<file path="config.mk">
export PLATFORM = sky130hd
export DESIGN_NAME = rst_ctrl_top
export DESIGN_NICKNAME = d
export VERILOG_FILES = /design/src/hdl/rst_pkg.sv /design/src/hdl/rst_req_if.sv /design/src/hdl/rst_cause_decode.sv /design/src/hdl/rst_ctrl_top.sv /design/src/hdl/rst_sequencer.sv /design/src/hdl/rst_status_pipe.sv /design/src/hdl/rst_watchdog.sv
export SDC_FILE = /design/constraint.sdc
export NUM_CORES = 1
export LEC_CHECK = 0
export BUFFER_PORTS_ARGS = -buffer_cell sky130_fd_sc_hd__buf_2
export CORE_ASPECT_RATIO = 0.7
export CORE_MARGIN = 4
export CORE_UTILIZATION = 48
export DETAILED_ROUTE_END_ITERATION = 10
export PLACE_DENSITY_LB_ADDON = 0.25
export REMOVE_ABC_BUFFERS = 1
export SLEW_MARGIN = 20
export SYNTH_ARGS = -nofsm -noshare
export SYNTH_HDL_FRONTEND = slang
export SYNTH_SLANG_ARGS = --single-unit
</file>
<file path="constraint.sdc">
create_clock -name clk -period 1.9 [get_ports clk]
set_clock_uncertainty 0.05 [all_clocks]
set_input_delay 0.38 -clock clk [delete_from_list [all_inputs] [get_ports clk]]
set_output_delay 0.38 -clock clk [all_outputs]
set_load 0.02 [all_outputs]
</file>
<file path="src/hdl/rst_pkg.sv">
// ====================================================================
// Shared types and constants of the reset management unit
// ====================================================================
`default_nettype none

package rst_pkg;

  // Reset cause register value
  typedef logic [7:0] rst_status_t;

  // Cause bit positions within rst_status_t
  localparam int RST_CAUSE_POR = 0;
  localparam int RST_CAUSE_WDT = 1;
  localparam int RST_CAUSE_SW  = 2;
  localparam int RST_CAUSE_EXT = 3;

  // Status after power-on, only the power-on bit set
  localparam rst_status_t RST_STATUS_POR = 8'h01;

  // Counter word of the watchdog and the sequencer
  typedef logic [15:0] rst_cnt_t;

  // Sequencer states
  typedef enum logic {
    SEQ_HOLD,
    SEQ_RUN
  } rst_seq_state_t;

endpackage

`default_nettype wire

</file>
<file path="src/hdl/rst_req_if.sv">
// ====================================================================
// Decoded reset request set, decode to status pipe and sequencer
// ====================================================================
`timescale 1ns/1ns
`default_nettype none

interface rst_req_if;

  logic valid;
  logic clear;
  logic wdt;
  logic sw;
  logic ext;

  modport source (output valid, output clear, output wdt, output sw, output ext);

  modport sink (input valid, input clear, input wdt, input sw, input ext);

  // Sequencer only reacts to causes
  modport monitor (input valid, input wdt, input sw, input ext);

endinterface

`default_nettype wire

</file>
<file path="src/hdl/rst_cause_decode.sv">
// ====================================================================
// Reset request decode: pin synchronizer, edge detectors, request set
// ====================================================================
`timescale 1ns/1ns
`default_nettype none

module rst_cause_decode (
  input  logic      clk,
  input  logic      pwr_rst,
  input  logic      ext_rst_n,
  input  logic      sw_rst_req,
  input  logic      status_clear,
  input  logic      expire,
  rst_req_if.source req
);

  // External pin synchronizer and delayed copy for the edge detector
  logic ext_s1;
  logic ext_s2;
  logic ext_s3;

  // Previous levels of the strobes
  logic sw_q;
  logic clr_q;

  logic ext_fall;
  logic sw_rise;
  logic clr_rise;

  always_ff @(posedge clk or posedge pwr_rst) begin
    if (pwr_rst) begin
      // Pin idles high
      ext_s1 <= 1'b1;
      ext_s2 <= 1'b1;
      ext_s3 <= 1'b1;
      sw_q   <= 1'b0;
      clr_q  <= 1'b0;
    end else begin
      ext_s1 <= ext_rst_n;
      ext_s2 <= ext_s1;
      ext_s3 <= ext_s2;
      sw_q   <= sw_rst_req;
      clr_q  <= status_clear;
    end
  end

  assign ext_fall = ext_s3 & ~ext_s2;
  assign sw_rise  = sw_rst_req & ~sw_q;
  assign clr_rise = status_clear & ~clr_q;

  // One registered request per cycle with any event
  always_ff @(posedge clk or posedge pwr_rst) begin
    if (pwr_rst) begin
      req.valid <= 1'b0;
      req.clear <= 1'b0;
      req.wdt   <= 1'b0;
      req.sw    <= 1'b0;
      req.ext   <= 1'b0;
    end else begin
      req.valid <= ext_fall | sw_rise | clr_rise | expire;
      req.clear <= clr_rise;
      req.wdt   <= expire;
      req.sw    <= sw_rise;
      req.ext   <= ext_fall;
    end
  end

endmodule

`default_nettype wire

</file>
<file path="src/hdl/rst_ctrl_top.sv">
// ====================================================================
// Reset management unit top level, decode, status pipe and sequencer
// ====================================================================
`timescale 1ns/1ns
`default_nettype none

module rst_ctrl_top import rst_pkg::*; #(
  parameter int WDT_TIMEOUT = 40,
  parameter int RST_HOLD    = 8
) (
  input  logic        clk,
  input  logic        pwr_rst,
  input  logic        ext_rst_n,
  input  logic        sw_rst_req,
  input  logic        status_clear,
  input  logic        wdt_kick,
  output logic        sys_rst,
  output logic        status_valid,
  output rst_status_t rst_status
);

  logic expire;

  rst_req_if req_bus ();

  rst_watchdog #(
    .WDT_TIMEOUT (WDT_TIMEOUT)
  ) i_watchdog (
    .clk     (clk),
    .pwr_rst (pwr_rst),
    .kick    (wdt_kick),
    .sys_rst (sys_rst),
    .expire  (expire)
  );

  rst_cause_decode i_decode (
    .clk          (clk),
    .pwr_rst      (pwr_rst),
    .ext_rst_n    (ext_rst_n),
    .sw_rst_req   (sw_rst_req),
    .status_clear (status_clear),
    .expire       (expire),
    .req          (req_bus.source)
  );

  rst_status_pipe i_status (
    .clk          (clk),
    .pwr_rst      (pwr_rst),
    .req          (req_bus.sink),
    .status_valid (status_valid),
    .rst_status   (rst_status)
  );

  rst_sequencer #(
    .RST_HOLD (RST_HOLD)
  ) i_sequencer (
    .clk     (clk),
    .pwr_rst (pwr_rst),
    .req     (req_bus.monitor),
    .sys_rst (sys_rst)
  );

endmodule

`default_nettype wire

</file>
<file path="src/hdl/rst_sequencer.sv">
// ====================================================================
// System reset sequencer, holds sys_rst for RST_HOLD cycles
// ====================================================================
`timescale 1ns/1ns
`default_nettype none

module rst_sequencer import rst_pkg::*; #(
  parameter int RST_HOLD = 8
) (
  input  logic       clk,
  input  logic       pwr_rst,
  rst_req_if.monitor req,
  output logic       sys_rst
);

  localparam rst_cnt_t HOLD_LOAD = rst_cnt_t'(RST_HOLD);

  rst_seq_state_t state;
  rst_cnt_t       hold_cnt;
  logic           cause;

  // Clear alone is not a cause
  assign cause = req.valid & (req.wdt | req.sw | req.ext);

  always_ff @(posedge clk or posedge pwr_rst) begin
    if (pwr_rst) begin
      state    <= SEQ_HOLD;
      hold_cnt <= HOLD_LOAD;
    end else if (cause) begin
      // Restart the hold from either state
      state    <= SEQ_HOLD;
      hold_cnt <= HOLD_LOAD;
    end else begin
      case (state)
        SEQ_HOLD: begin
          if (hold_cnt <= rst_cnt_t'(1)) begin
            state <= SEQ_RUN;
          end else begin
            hold_cnt <= hold_cnt - rst_cnt_t'(1);
          end
        end
        SEQ_RUN: begin
          state <= SEQ_RUN;
        end
        default: begin
          state <= SEQ_HOLD;
        end
      endcase
    end
  end

  assign sys_rst = (state == SEQ_HOLD);

endmodule

`default_nettype wire

</file>
<file path="src/hdl/rst_status_pipe.sv">
// ====================================================================
// Reset cause status register as a three-stage pipeline
// ====================================================================
`timescale 1ns/1ns
`default_nettype none

module rst_status_pipe import rst_pkg::*; (
  input  logic        clk,
  input  logic        pwr_rst,
  rst_req_if.sink     req,
  output logic        status_valid,
  output rst_status_t rst_status
);

  rst_status_t cause_set;

  // Stage 1 keeps the running status
  rst_status_t s1_status;
  logic        s1_valid;

  // Stage 2 only carries the value along
  rst_status_t s2_status;
  logic        s2_valid;

  // Cause bits requested in this cycle
  always_comb begin
    cause_set                = '0;
    cause_set[RST_CAUSE_WDT] = req.wdt;
    cause_set[RST_CAUSE_SW]  = req.sw;
    cause_set[RST_CAUSE_EXT] = req.ext;
  end

  always_ff @(posedge clk or posedge pwr_rst) begin
    if (pwr_rst) begin
      s1_status <= RST_STATUS_POR;
      s1_valid  <= 1'b0;
    end else begin
      s1_valid <= req.valid;
      if (req.valid) begin
        // Clear wins over any cause in the same request
        if (req.clear) begin
          s1_status <= '0;
        end else begin
          s1_status <= s1_status | cause_set;
        end
      end
    end
  end

  always_ff @(posedge clk or posedge pwr_rst) begin
    if (pwr_rst) begin
      s2_valid <= 1'b0;
    end else begin
      s2_valid <= s1_valid;
    end
  end

  always_ff @(posedge clk) begin
    if (s1_valid) begin
      s2_status <= s1_status;
    end
  end

  // Output register moves only with its valid
  always_ff @(posedge clk or posedge pwr_rst) begin
    if (pwr_rst) begin
      status_valid <= 1'b0;
      rst_status   <= RST_STATUS_POR;
    end else begin
      status_valid <= s2_valid;
      if (s2_valid) begin
        rst_status <= s2_status;
      end
    end
  end

endmodule

`default_nettype wire

</file>
<file path="src/hdl/rst_watchdog.sv">
// ====================================================================
// Watchdog counter, expires after WDT_TIMEOUT cycles without a kick
// ====================================================================
`timescale 1ns/1ns
`default_nettype none

module rst_watchdog import rst_pkg::*; #(
  parameter int WDT_TIMEOUT = 40
) (
  input  logic clk,
  input  logic pwr_rst,
  input  logic kick,
  input  logic sys_rst,
  output logic expire
);

  // Count value in the cycle that fires
  localparam rst_cnt_t CNT_LAST = rst_cnt_t'(WDT_TIMEOUT - 1);

  rst_cnt_t cnt;

  always_ff @(posedge clk or posedge pwr_rst) begin
    if (pwr_rst) begin
      cnt    <= '0;
      expire <= 1'b0;
    end else begin
      expire <= 1'b0;
      if (sys_rst) begin
        // Held at zero while the system is in reset
        cnt <= '0;
      end else if (kick) begin
        cnt <= '0;
      end else if (cnt == CNT_LAST) begin
        cnt    <= '0;
        expire <= 1'b1;
      end else begin
        cnt <= cnt + rst_cnt_t'(1);
      end
    end
  end

endmodule

`default_nettype wire

</file>
==> metrics.cfg, run 1 <==
[critical_path]
worst-endpoint-arrival_ps=2200
cp.required_ps=2070
setup_slack_reg_to_reg_ps=-130
cpPeakStageDelay_ps=560
timing.critical_path.to_type=flop
worstSetupStartpointType=flop
crit_path_max_fanout=16
r2r_cells=5
crit_path_cell_trace=or4_4 -> or4_4 -> nand3b_1 -> buf_12 -> nor2_1
worst-path-buf-inv=1
worst_path_max_delay_cell=or4_4
most_frequent_cell_on_the_critical_path=or4_4
critical_path_class=flop to flop
kind_of_cell_with_the_highest_combined_delay_on_the_critical_path=simple AND/OR/NAND/NOR gates
worst_path_depth=5

[pwr]
power.density_cell_area_nw_per_um2=1574
pwr-share-comb=0.456
power.switching_fraction=0.3398
intPower_mw=3.669
max-vdd-ir-drop_uv=1321
p_clk_frac=0.244
switchingPower_mw=1.888
part_of_the_total_power_dissipated_in_sequential_elements=0.300
p_leak_nw=1.566

[timing]
max_slew_margin=0.5247
setup_tns_ps=-1893
grt_setup_unrepaired=true
report.final.hold_viol_count=0
finalSetupViolCount=17
final.min_clock_period_ps=2027
worstMarginPinSlew_ps=713.0
drv_slew=0
period_share=1.067
final_worst_slack_ps=-126.9
fmax_mhz=493.4

[floorplanning]
horizontal_extent_of_the_die_microns=96.35
core_sq_um=5258
design.portCount=16
die_area_sq_um=6729
die_height_microns=69.84
std_cell_rows=22
initial_utilization=0.4988

[cts]
h-tree-depth=3
tritoncts_num_sinks=59
clock_tree_from_tritoncts=built
clock_tree_buf_depth=2
cts_hold_buffers=0
root_buffer=clkbuf_8
tritoncts.num_buffers=9
clock_pin_slew_on_the_worst_setup_and_hold_paths_ps=70
worst_skew_pair.late_latency_ps=330

[synthesis]
synthesis.area_sq_um=2623
synth.top_cells.by_area=dfrtp_1 47%, dfstp_2 6.0%, edfxtp_1 4.6%
synthAdderAreaFrac=0.01431
ys.warnings.count=0
area_fraction_of_the_dominant_cell_type_after_synthesis=0.4676
syn_inst=237
count_of_state_elements_after_synthesis=59
synth_sequential_area_ratio=0.5735
syn_area_per_cell_sq_um=11.07
synth-compound-area-share=0.1059
synth_simple_gate_area_share=0.2042
post_synth_num_cell_types=45
post_synth_mux_area_share=0.02863
synth.largest_area_cell=dfrtp_1
synth_top_family_by_area=simple AND/OR/NAND/NOR gates
post_synth_xor_area_fraction=0.04342

[detailed_routing]
detailedRoute.firstPassIterationCount=4
post_drt_wl_per_cell_microns=14.08
vias=2021
routed_wirelength_microns=5420
post_drt_via_cell_ratio=5.249
ant_nets=0
drc=0
dr.first_iter.drc_count=122

[run]
maxCapViolCount=0

[placement]
numPortBuffers=11
routabilityCongestion=0.8165
hpwl_microns=3521
place_inst=361

[outcome]
run_status=finished, violations left
violations=negative setup slack

[grt]
number_of_global_route_vias_before_repair=1935
grt_max_degree=56
grt_antenna_before_repair=0
grt_first_pass_wirelength_microns=9108
grt.overflow.total=0
groute.usage.overall=0.1756

[cells_and_area]
area_growth_syn_to_layout_pct=34.64
final_net_count=317
drive_above_1_share=0.3994
diodes=0
stdcell_count=385

[worst_hold_path]
min_path_type=input pin to async pin

timing repair:
action / CTS / global route
pin swaps: 4 / 11
resized for setup: 8 / 23
gates cloned: 0 / 0
setup endpoints to repair: 30 / 31
setup buffers: 2 / 6
worst reg2reg max path, delay by kind of cell, from the launching register on:
kind	cells	cell delay, ps
simple gates	4	1320
buf+inv	1	160
flops	1	390
routing by layer:
layer	GRT usage	wire (microns)
met5	0	0
met2	0.2563	2576
met1	0.2426	2502
met4	0.06221	61
met3	0.05965	280
worst paths after layout:
path | start | endpoint
setup reg to reg | i_watchdog.cnt[13] | i_watchdog.cnt[3]
hold reg to reg | i_decode.ext_s1 | i_decode.ext_s2
min in group clk | ext_rst_n | i_decode.ext_s1
max in group asynchronous | pwr_rst | i_decode.ext_s2
setup / recovery | i_watchdog.cnt[13] | i_watchdog.cnt[3]
hold / removal | pwr_rst | i_sequencer.hold_cnt[1]
metrics by stage:
step                total power [mW]  cell area, sq um  setup slack, ps  hold slack, ps  utilization
floorplan                      2.832              2589           -156.0           295.2            -
global placement               3.736              3097           -148.6           296.6       0.5890
detailed placement             3.754              3097           -171.0           297.2       0.5890
CTS                            5.230              3386           -137.7           35.29       0.6440
global route                   5.920              3531           -196.1           52.98       0.6716
finish                         5.557              3531           -126.9           35.61       0.6716
final cells by class:
class / instances / area, sq um
clock buffer: 9 / 123.9
clock inverter: 7 / 116.4
fill: 392 / 1727
inverter: 8 / 30.03
multi-input combinational: 166 / 1177
sequential: 59 / 1504
tap: 72 / 90.09
timing repair buffer: 64 / 489.2
kinds of logic after synthesis:
| logic type | Yosys count |
|---|---|
| buffers and inverters | 15 |
| multiplexers | 7 |
| flip-flops | 59 |
| AND/OR/NAND/NOR | 98 |
| AO/OA/AOI/OAI | 41 |
| XOR/XNOR | 13 |
| adder cells (fa/ha/maj) | 3 |
| other | 1 |
state kept, by name, indices dropped and copies added (netlist names), 4 cells and up:
name / cells
i_status.s1_status: 4
i_status.rst_status: 4
i_watchdog.cnt: 16
i_status.s2_status: 4
i_sequencer.hold_cnt: 16
cells in the mapped netlist:
master and number:
nand3b_1 1, nor3_1 8, a21oi_1 16, o31ai_1 2, nor2_1 26, clkbuf_1 2
conb_1 1, xor2_1 2, buf_4 5, a41o_2 3, a31oi_1 3, dfstp_2 6
inv_1 8, nor4b_2 1, o21bai_1 1, o31a_1 1, dfrtp_1 49, a211oi_1 1
a21boi_0 1, ha_1 3, or3_1 5, or4_4 1, nand4_1 5, o41ai_1 1
o21ai_0 6, nand3_1 7, a2111oi_2 1, o311a_1 1, a21o_1 1, or2_2 3
a211o_1 1, nor2b_1 4, nor4_4 1, nand2b_1 2, or4_1 10, or4b_2 1
mux2_2 4, edfxtp_1 4, nor4_1 6, mux2i_1 3, a31o_2 1, nand2_1 16
o21ba_2 1, xnor2_1 11, and2_1 1
power groups by stage:
| stage | Clock (mW) | Combinational, mW | Sequential (mW) |
|---|---|---|---|
| floorplan | 0 | 1.13 | 1.70 |
| global placement | 0 | 2.09 | 1.65 |
| detailed placement | 0 | 2.10 | 1.66 |
| CTS | 1.39 | 2.19 | 1.65 |
| global route | 1.47 | 2.76 | 1.70 |
| finish | 1.36 | 2.53 | 1.67 |
placed cells by master (no fill, tap or decap), drive strengths merged, types with 2 or more instances in the layout:
cell type,netlist,layout
mux2i,3,3
nor3,8,8
xor2,2,2
nand2b,2,2
a31oi,3,3
clkinv,0,3
nand2,16,16
conb,1,4
nor4,7,7
xnor2,11,11
a21oi,16,16
mux2,4,4
nand3,7,7
nand4,5,5
nor2,26,26
inv,8,8
o21ai,6,6
ha,3,3
o31ai,2,2
dfstp,6,6
nor2b,4,4
bufinv,0,3
dfrtp,49,49
buf,5,64
edfxtp,4,4
clkbuf,2,9
or2,3,3
or4,11,11
or3,5,5
a41o,3,3
No activity file was read; power rests on OpenSTA's default activity.
==> run 2, diff against run 1 <==
Settings changed: CORE_UTILIZATION 48 to 54, HOLD_SLACK_MARGIN from default to 0.15.
==> run 2 against run 1 <==
The flow finishes with violations (design-rule violations, negative setup slack). First-iteration DRC count increased by 90%. Clock-buffer cell count up 1. Routed wire length rose by 23%. Sequential share of layout area down 0.52 points. Sequential power barely moved. Non-clock buffer count is 5 higher. Total power increased by 3.3%. Worst hold slack improved by 150 ps. Critical path depth did not move. Via count up 9.6%. Final cell count is 3.1% lower.
==> metrics.cfg, run 2 (synthesis results as in run 1) <==
[critical_path]
most_frequent_cell_on_the_critical_path=or4_4  ; unchanged
worst_path_max_delay_cell=or4_4  ; unchanged
cp.required_ps=2070  ; about the same
critical_path_class=flop to flop  ; unchanged
crit_path_max_fanout=16  ; unchanged
worstSetupStartpointType=flop  ; unchanged
timing.critical_path.to_type=flop  ; unchanged
crit_path_cell_trace=or4_4 -> or4_4 -> nand3b_1 -> buf_12 -> a21oi_1  ; was or4_4 -> or4_4 -> nand3b_1 -> buf_12 -> nor2_1
worst-endpoint-arrival_ps=2200  ; about the same
cpPeakStageDelay_ps=550  ; was 560 ps

[detailed_routing]
detailedRoute.firstPassIterationCount=8  ; was 4
post_drt_wl_per_cell_microns=17.86  ; was 14.08 microns
dr.first_iter.drc_count=232  ; was 122
post_drt_via_cell_ratio=5.941  ; was 5.249
ant_nets=0  ; unchanged
routed_wirelength_microns=6663  ; was 5420 microns
vias=2216  ; was 2021
drc=2  ; was 0

[run]
maxCapViolCount=0  ; unchanged

[timing]
period_share=1.067  ; about the same
final_worst_slack_ps=-127.0  ; was -126.9 ps
final.min_clock_period_ps=2027  ; about the same
max_slew_margin=0.4526  ; was 0.5247
drv_slew=0  ; unchanged
final.hold.worst_slack_ps=185.5  ; was 35.61 ps
fmax_mhz=493.3  ; was 493.4 MHz
worstMarginPinSlew_ps=821.1  ; was 713.0 ps
grt_setup_unrepaired=true  ; unchanged
report.final.hold_viol_count=0  ; unchanged
finalSetupViolCount=25  ; was 17

[cts]
root_buffer=clkbuf_8  ; unchanged
tritoncts_num_sinks=59  ; unchanged
tritoncts.num_buffers=9  ; unchanged
clock_tree_from_tritoncts=built  ; unchanged
clock_tree_buf_depth=2  ; unchanged
clock_pin_slew_on_the_worst_setup_and_hold_paths_ps=70  ; about the same
worst_skew_pair.late_latency_ps=340  ; was 330 ps
h-tree-depth=3  ; unchanged

[placement]
routabilityCongestion=0.8858  ; was 0.8165
numPortBuffers=11  ; unchanged
hpwl_microns=4067  ; was 3521 microns
placement_stage_cell_area_sq_um=3075  ; was 3097 sq um

[grt]
groute.usage.overall=0.2269  ; was 0.1756
grt.overflow.total=0  ; unchanged
grt_max_degree=41  ; was 56
grt_antenna_before_repair=0  ; unchanged
number_of_global_route_vias_before_repair=2156  ; was 1935
grt_first_pass_wirelength_microns=10330  ; was 9108 microns

[cells_and_area]
diodes=0  ; unchanged
largest_registers=i_sequencer.hold_cnt (16), i_watchdog.cnt (16)  ; unchanged
area_growth_syn_to_layout_pct=36.31  ; was 34.64%
final_net_count=322  ; was 317
commonest_non_fill_non_tap_cells_in_the_layout=49 x dfrtp_1, 48 x buf_4, 26 x nor2_1  ; unchanged
layout_commonest_cell=dfrtp_1  ; unchanged
layout.core_utilization=0.7936  ; was 0.6716
drive_above_1_share=0.4088  ; was 0.3994
layout.cell_area.non_filler_sq_um=3575  ; was 3531 sq um

[pwr]
power.density_cell_area_nw_per_um2=1605  ; was 1574 nW/um^2
max-vdd-ir-drop_uv=971.1  ; was 1321 uV
p_leak_nw=1.589  ; was 1.566 nW

[worst_hold_path]
min_path_type=input pin to flop  ; was input pin to async pin

[floorplanning]
std_cell_rows=20  ; was 22
horizontal_extent_of_the_die_microns=91.30  ; was 96.35 microns
die_height_microns=66.31  ; was 69.84 microns
die_area_sq_um=6053  ; was 6729 sq um
design.portCount=16  ; unchanged
core_sq_um=4504  ; was 5258 sq um
initial_utilization=0.5822  ; was 0.4988

[outcome]
run_status=finished, violations left  ; unchanged
violations=design-rule violations, negative setup slack  ; was negative setup slack

## run 2: final cells by class
class | instances | area (sq um)
clock inverters | 6 | 55.05
clock buffers | 10 | 137.6
inverters | 8 | 30.03
fillers | 267 | 929.6
multi-input cells | 166 | 1239
repair buffers | 69 | 540.5
well taps | 55 | 68.82
flip-flops and latches | 59 | 1504
## run 2: timing repair
item	in CTS	in global routing
resized for setup	18	23
pin swaps	15	12
setup buffers	5	4
gates cloned	0	0
hold buffers	4	0
endpoints found under the setup margin	27	31
hold endpoints to repair	15	0
## run 2: final timing paths
check                           cells past startpoint                     to                from  slack [ps]
min in group asynchronous                           3      i_watchdog.cnt[0]             pwr_rst         500
worst max-delay path                                5     i_watchdog.cnt[13]  i_watchdog.cnt[13]        -130
max in group asynchronous                           4  i_status.s1_status[0]             pwr_rst         730
worst min-delay path                                2      i_watchdog.expire            wdt_kick         190
worst max register to register                      5     i_watchdog.cnt[13]  i_watchdog.cnt[13]        -130
worst min register to register                      0        i_decode.ext_s2     i_decode.ext_s1         310
## run 2: metal layers
metal  vias up  track usage  wire [microns]
met5         -            0               0
met4         0      0.09398             148
met3        21      0.06712             549
met2       107       0.3703            3076
met1      1080       0.2848            2890
li1       1008            -               -
## run 2: metrics by stage
stage	power, mW	TNS, ps	instances	setup slack (ps)
2_1_floorplan	2.832	-2794	233	-156.0
5_1_grt	6.011	-3915	373	-230.8
4_1_cts	5.214	-1567	369	-100.4
3_3_place_gp	3.713	-2474	344	-138.5
3_5_place_dp	3.802	-2518	344	-143.2
6_report	5.738	-2432	373	-127.0
## run 2: worst max-delay path: cells and delay by family (launching register included)
kind / cells / cell delay (ps)
and+or+nand+nor: 3 / 1250
DFF: 1 / 390
buffers and inverters: 1 / 160
AOI/OAI and AO/OA: 1 / 50
## run 2: where the power goes
part	leakage, nW	switching (mW)	internal [mW]
Clock	0.106	0.488	0.629
Sequential	0.752	0.167	1.49
Combinational	0.732	1.55	1.41
==> run 3, diff against run 2 <==
Clock period 1.9 ns to 2 ns, I/O delays scaled along.
==> run 3 against run 2 <==
The run now ends clean. Register-to-register slack improved by 140 ps. Non-clock buffer count fell by 16. Clock-buffer cell count did not move. Global-route usage fell by 2.3 points. Sequential power fell by 4%. Routed wire length fell by 21%. Critical path type unchanged. Critical endpoint is now i_watchdog.cnt[15]. Largest cell class unchanged.
==> metrics.cfg, run 3 (synthesis results as in run 1) <==
[critical_path]
critical_path_class=flop to flop  ; unchanged
cp.required_ps=2170  ; was 2070 ps
most_frequent_cell_on_the_critical_path=or4_4  ; unchanged
crit_path_end=i_watchdog.cnt[15]  ; was i_watchdog.cnt[13]
setup_slack_reg_to_reg_ps=10  ; was -130 ps
crit_path_cell_trace=or4_4 -> or4_4 -> nand3b_1 -> buf_12 -> nor2_1  ; was or4_4 -> or4_4 -> nand3b_1 -> buf_12 -> a21oi_1
worst_path_max_delay_cell=or4_4  ; unchanged
worstSetupStartpointType=flop  ; unchanged
crit_path_max_fanout=16  ; unchanged
crit-reg2reg-launch=i_watchdog.cnt[13]  ; unchanged
worst-endpoint-arrival_ps=2160  ; was 2200 ps
cpPeakStageDelay_ps=550  ; about the same
r2r_cells=5  ; unchanged
timing_startpoint_of_the_critical_path=i_watchdog.cnt[13]  ; unchanged
regToRegEndpoint=i_watchdog.cnt[15]  ; was i_watchdog.cnt[13]
timing.critical_path.to_type=flop  ; unchanged

[floorplanning]
die_area_sq_um=6053  ; unchanged
design.portCount=16  ; unchanged
core_sq_um=4504  ; unchanged
die_height_microns=66.31  ; unchanged
std_cell_rows=20  ; unchanged
horizontal_extent_of_the_die_microns=91.30  ; unchanged
initial_utilization=0.5822  ; unchanged

[grt]
grt.overflow.total=0  ; unchanged
grt_use_met2=0.3025  ; was 0.3703
busiest_layer=met2  ; unchanged
grt_first_pass_wirelength_microns=9418  ; was 10330 microns
globalRouteMet3Util=0.06257  ; was 0.06712
grt_max_degree=38  ; was 41
groute.usage.overall=0.2040  ; was 0.2269
met1_track_demand_over_resource_in_global_routing=0.2821  ; was 0.2848
grt_antenna_before_repair=0  ; unchanged
number_of_global_route_vias_before_repair=2019  ; was 2156

[cts]
tritoncts_num_sinks=59  ; unchanged
tritoncts.num_buffers=9  ; unchanged
root_buffer=clkbuf_8  ; unchanged
clock_tree_from_tritoncts=built  ; unchanged
clock_pin_slew_on_the_worst_setup_and_hold_paths_ps=60  ; was 70 ps
worst_skew_pair.late_latency_ps=330  ; was 340 ps
h-tree-depth=3  ; unchanged
clock_tree_buf_depth=2  ; unchanged

[pwr]
part_of_the_total_power_dissipated_in_sequential_elements=0.330  ; was 0.288
pwr-share-comb=0.429  ; was 0.517
p_clk_frac=0.241  ; was 0.195
power.density_cell_area_nw_per_um2=1447  ; was 1605 nW/um^2
max-vdd-ir-drop_uv=882.5  ; was 971.1 uV
switchingPower_mw=1.678  ; was 2.210 mW
p_leak_nw=1.487  ; was 1.589 nW
intPower_mw=3.151  ; was 3.528 mW
power.switching_fraction=0.3475  ; was 0.3851

[timing]
drv_slew=0  ; unchanged
finalSetupViolCount=0  ; was 25
final.hold.worst_slack_ps=195.3  ; was 185.5 ps
report.final.hold_viol_count=0  ; unchanged
final.min_clock_period_ps=1990  ; was 2027 ps
fmax_mhz=502.5  ; was 493.3 MHz
grt_setup_unrepaired=true  ; unchanged
worstMarginPinSlew_ps=628.4  ; was 821.1 ps
period_share=0.9951  ; was 1.067
max_slew_margin=0.5811  ; was 0.4526

[cells_and_area]
layout.cell_area.non_filler_sq_um=3337  ; was 3575 sq um
filler_cell_count=318  ; was 267
commonest_non_fill_non_tap_cells_in_the_layout=49 x dfrtp_1, 36 x buf_4, 26 x nor2_1  ; was 49 x dfrtp_1, 48 x buf_4, 26 x nor2_1
drive_above_1_share=0.3245  ; was 0.4088
area_growth_syn_to_layout_pct=27.24  ; was 36.31%
final_net_count=306  ; was 322
layout.core_utilization=0.7408  ; was 0.7936
layout_commonest_cell=dfrtp_1  ; unchanged
diodes=0  ; unchanged
largest_registers=i_sequencer.hold_cnt (16), i_watchdog.cnt (16)  ; unchanged

[detailed_routing]
post_drt_wl_per_cell_microns=14.81  ; was 17.86 microns
dr.first_iter.drc_count=98  ; was 232
drc=0  ; was 2
detailedRoute.firstPassIterationCount=4  ; was 8
post_drt_via_cell_ratio=5.493  ; was 5.941
routed_wirelength_microns=5286  ; was 6663 microns
vias=1961  ; was 2216
ant_nets=0  ; unchanged

[run]
maxCapViolCount=0  ; unchanged

[placement]
routabilityCongestion=0.8584  ; was 0.8858
placement_stage_cell_area_sq_um=2993  ; was 3075 sq um
hpwl_microns=3717  ; was 4067 microns
numPortBuffers=11  ; unchanged

[worst_hold_path]
min_path_type=input pin to flop  ; unchanged

[outcome]
run_status=finished, final reports clean  ; was finished, violations left

[run 3: power groups by stage]
stage | logic (mW) | registers [mW] | clock network (mW)
global route | 2.26 | 1.63 | 1.26
detailed placement | 1.91 | 1.59 | 0
global placement | 1.86 | 1.58 | 0
floorplan | 1.07 | 1.62 | 0
finish | 2.07 | 1.59 | 1.16
CTS | 1.97 | 1.58 | 1.19
[run 3: worst min path at each step]
stage / startpoint / endpoint / cells after the start
6_report: wdt_kick / i_watchdog.expire / 2
5_1_grt: wdt_kick / i_watchdog.expire / 2
4_1_cts: wdt_kick / i_watchdog.expire / 2
3_5_place_dp: i_decode.ext_s1 / i_decode.ext_s2 / 0
3_3_place_gp: i_decode.ext_s1 / i_decode.ext_s2 / 0
2_1_floorplan: i_decode.ext_s1 / i_decode.ext_s2 / 0
[run 3: cell type report]
| cell class | instances | area [sq um] | share of cell area |
|---|---|---|---|
| multi-input cells | 166 | 1112 | 0.3333 |
| clock buffers | 10 | 137.6 | 0.04124 |
| flip-flops and latches | 59 | 1504 | 0.4507 |
| inverters | 8 | 30.03 | 0.008999 |
| repair buffers | 53 | 405.4 | 0.1215 |
| well taps | 55 | 68.82 | 0.02062 |
| clock inverters | 6 | 78.83 | 0.02362 |
[run 3: per-layer routing]
layer  vias to the layer above  routed length (microns)  part of all wire
met4                         0                       62             0.012
met5                         -                        0                 0
met2                        45                     2320              0.44
met3                         8                      274             0.052
li1                        971                        -                 -
met1                       937                     2629              0.50
[run 3: timing repair]
item                                    CTS  global route
hold endpoints to repair                 18             0
gates resized for setup                   5             9
setup buffers                             0             4
endpoints found under the setup margin   17            24
pin swaps                                 4             2
hold buffers                              4             0
[run 3: metrics by stage]
stage	instances	setup TNS [ps]	setup WS (ps)	power (mW)
after floorplan	233	-580.8	-56.02	2.690
after global placement	333	-17.90	-17.90	3.440
after detailed placement	333	-58.22	-34.06	3.504
after CTS	353	0	2.339	4.730
after global routing	357	-640.2	-70.62	5.150
final	357	0	9.829	4.829
[run 3: critical path: cells and delay by family (launching register included)]
kind	cells	cell delay, ps
DFF	1	380
and+or+nand+nor	4	1290
buffers and inverters	1	160
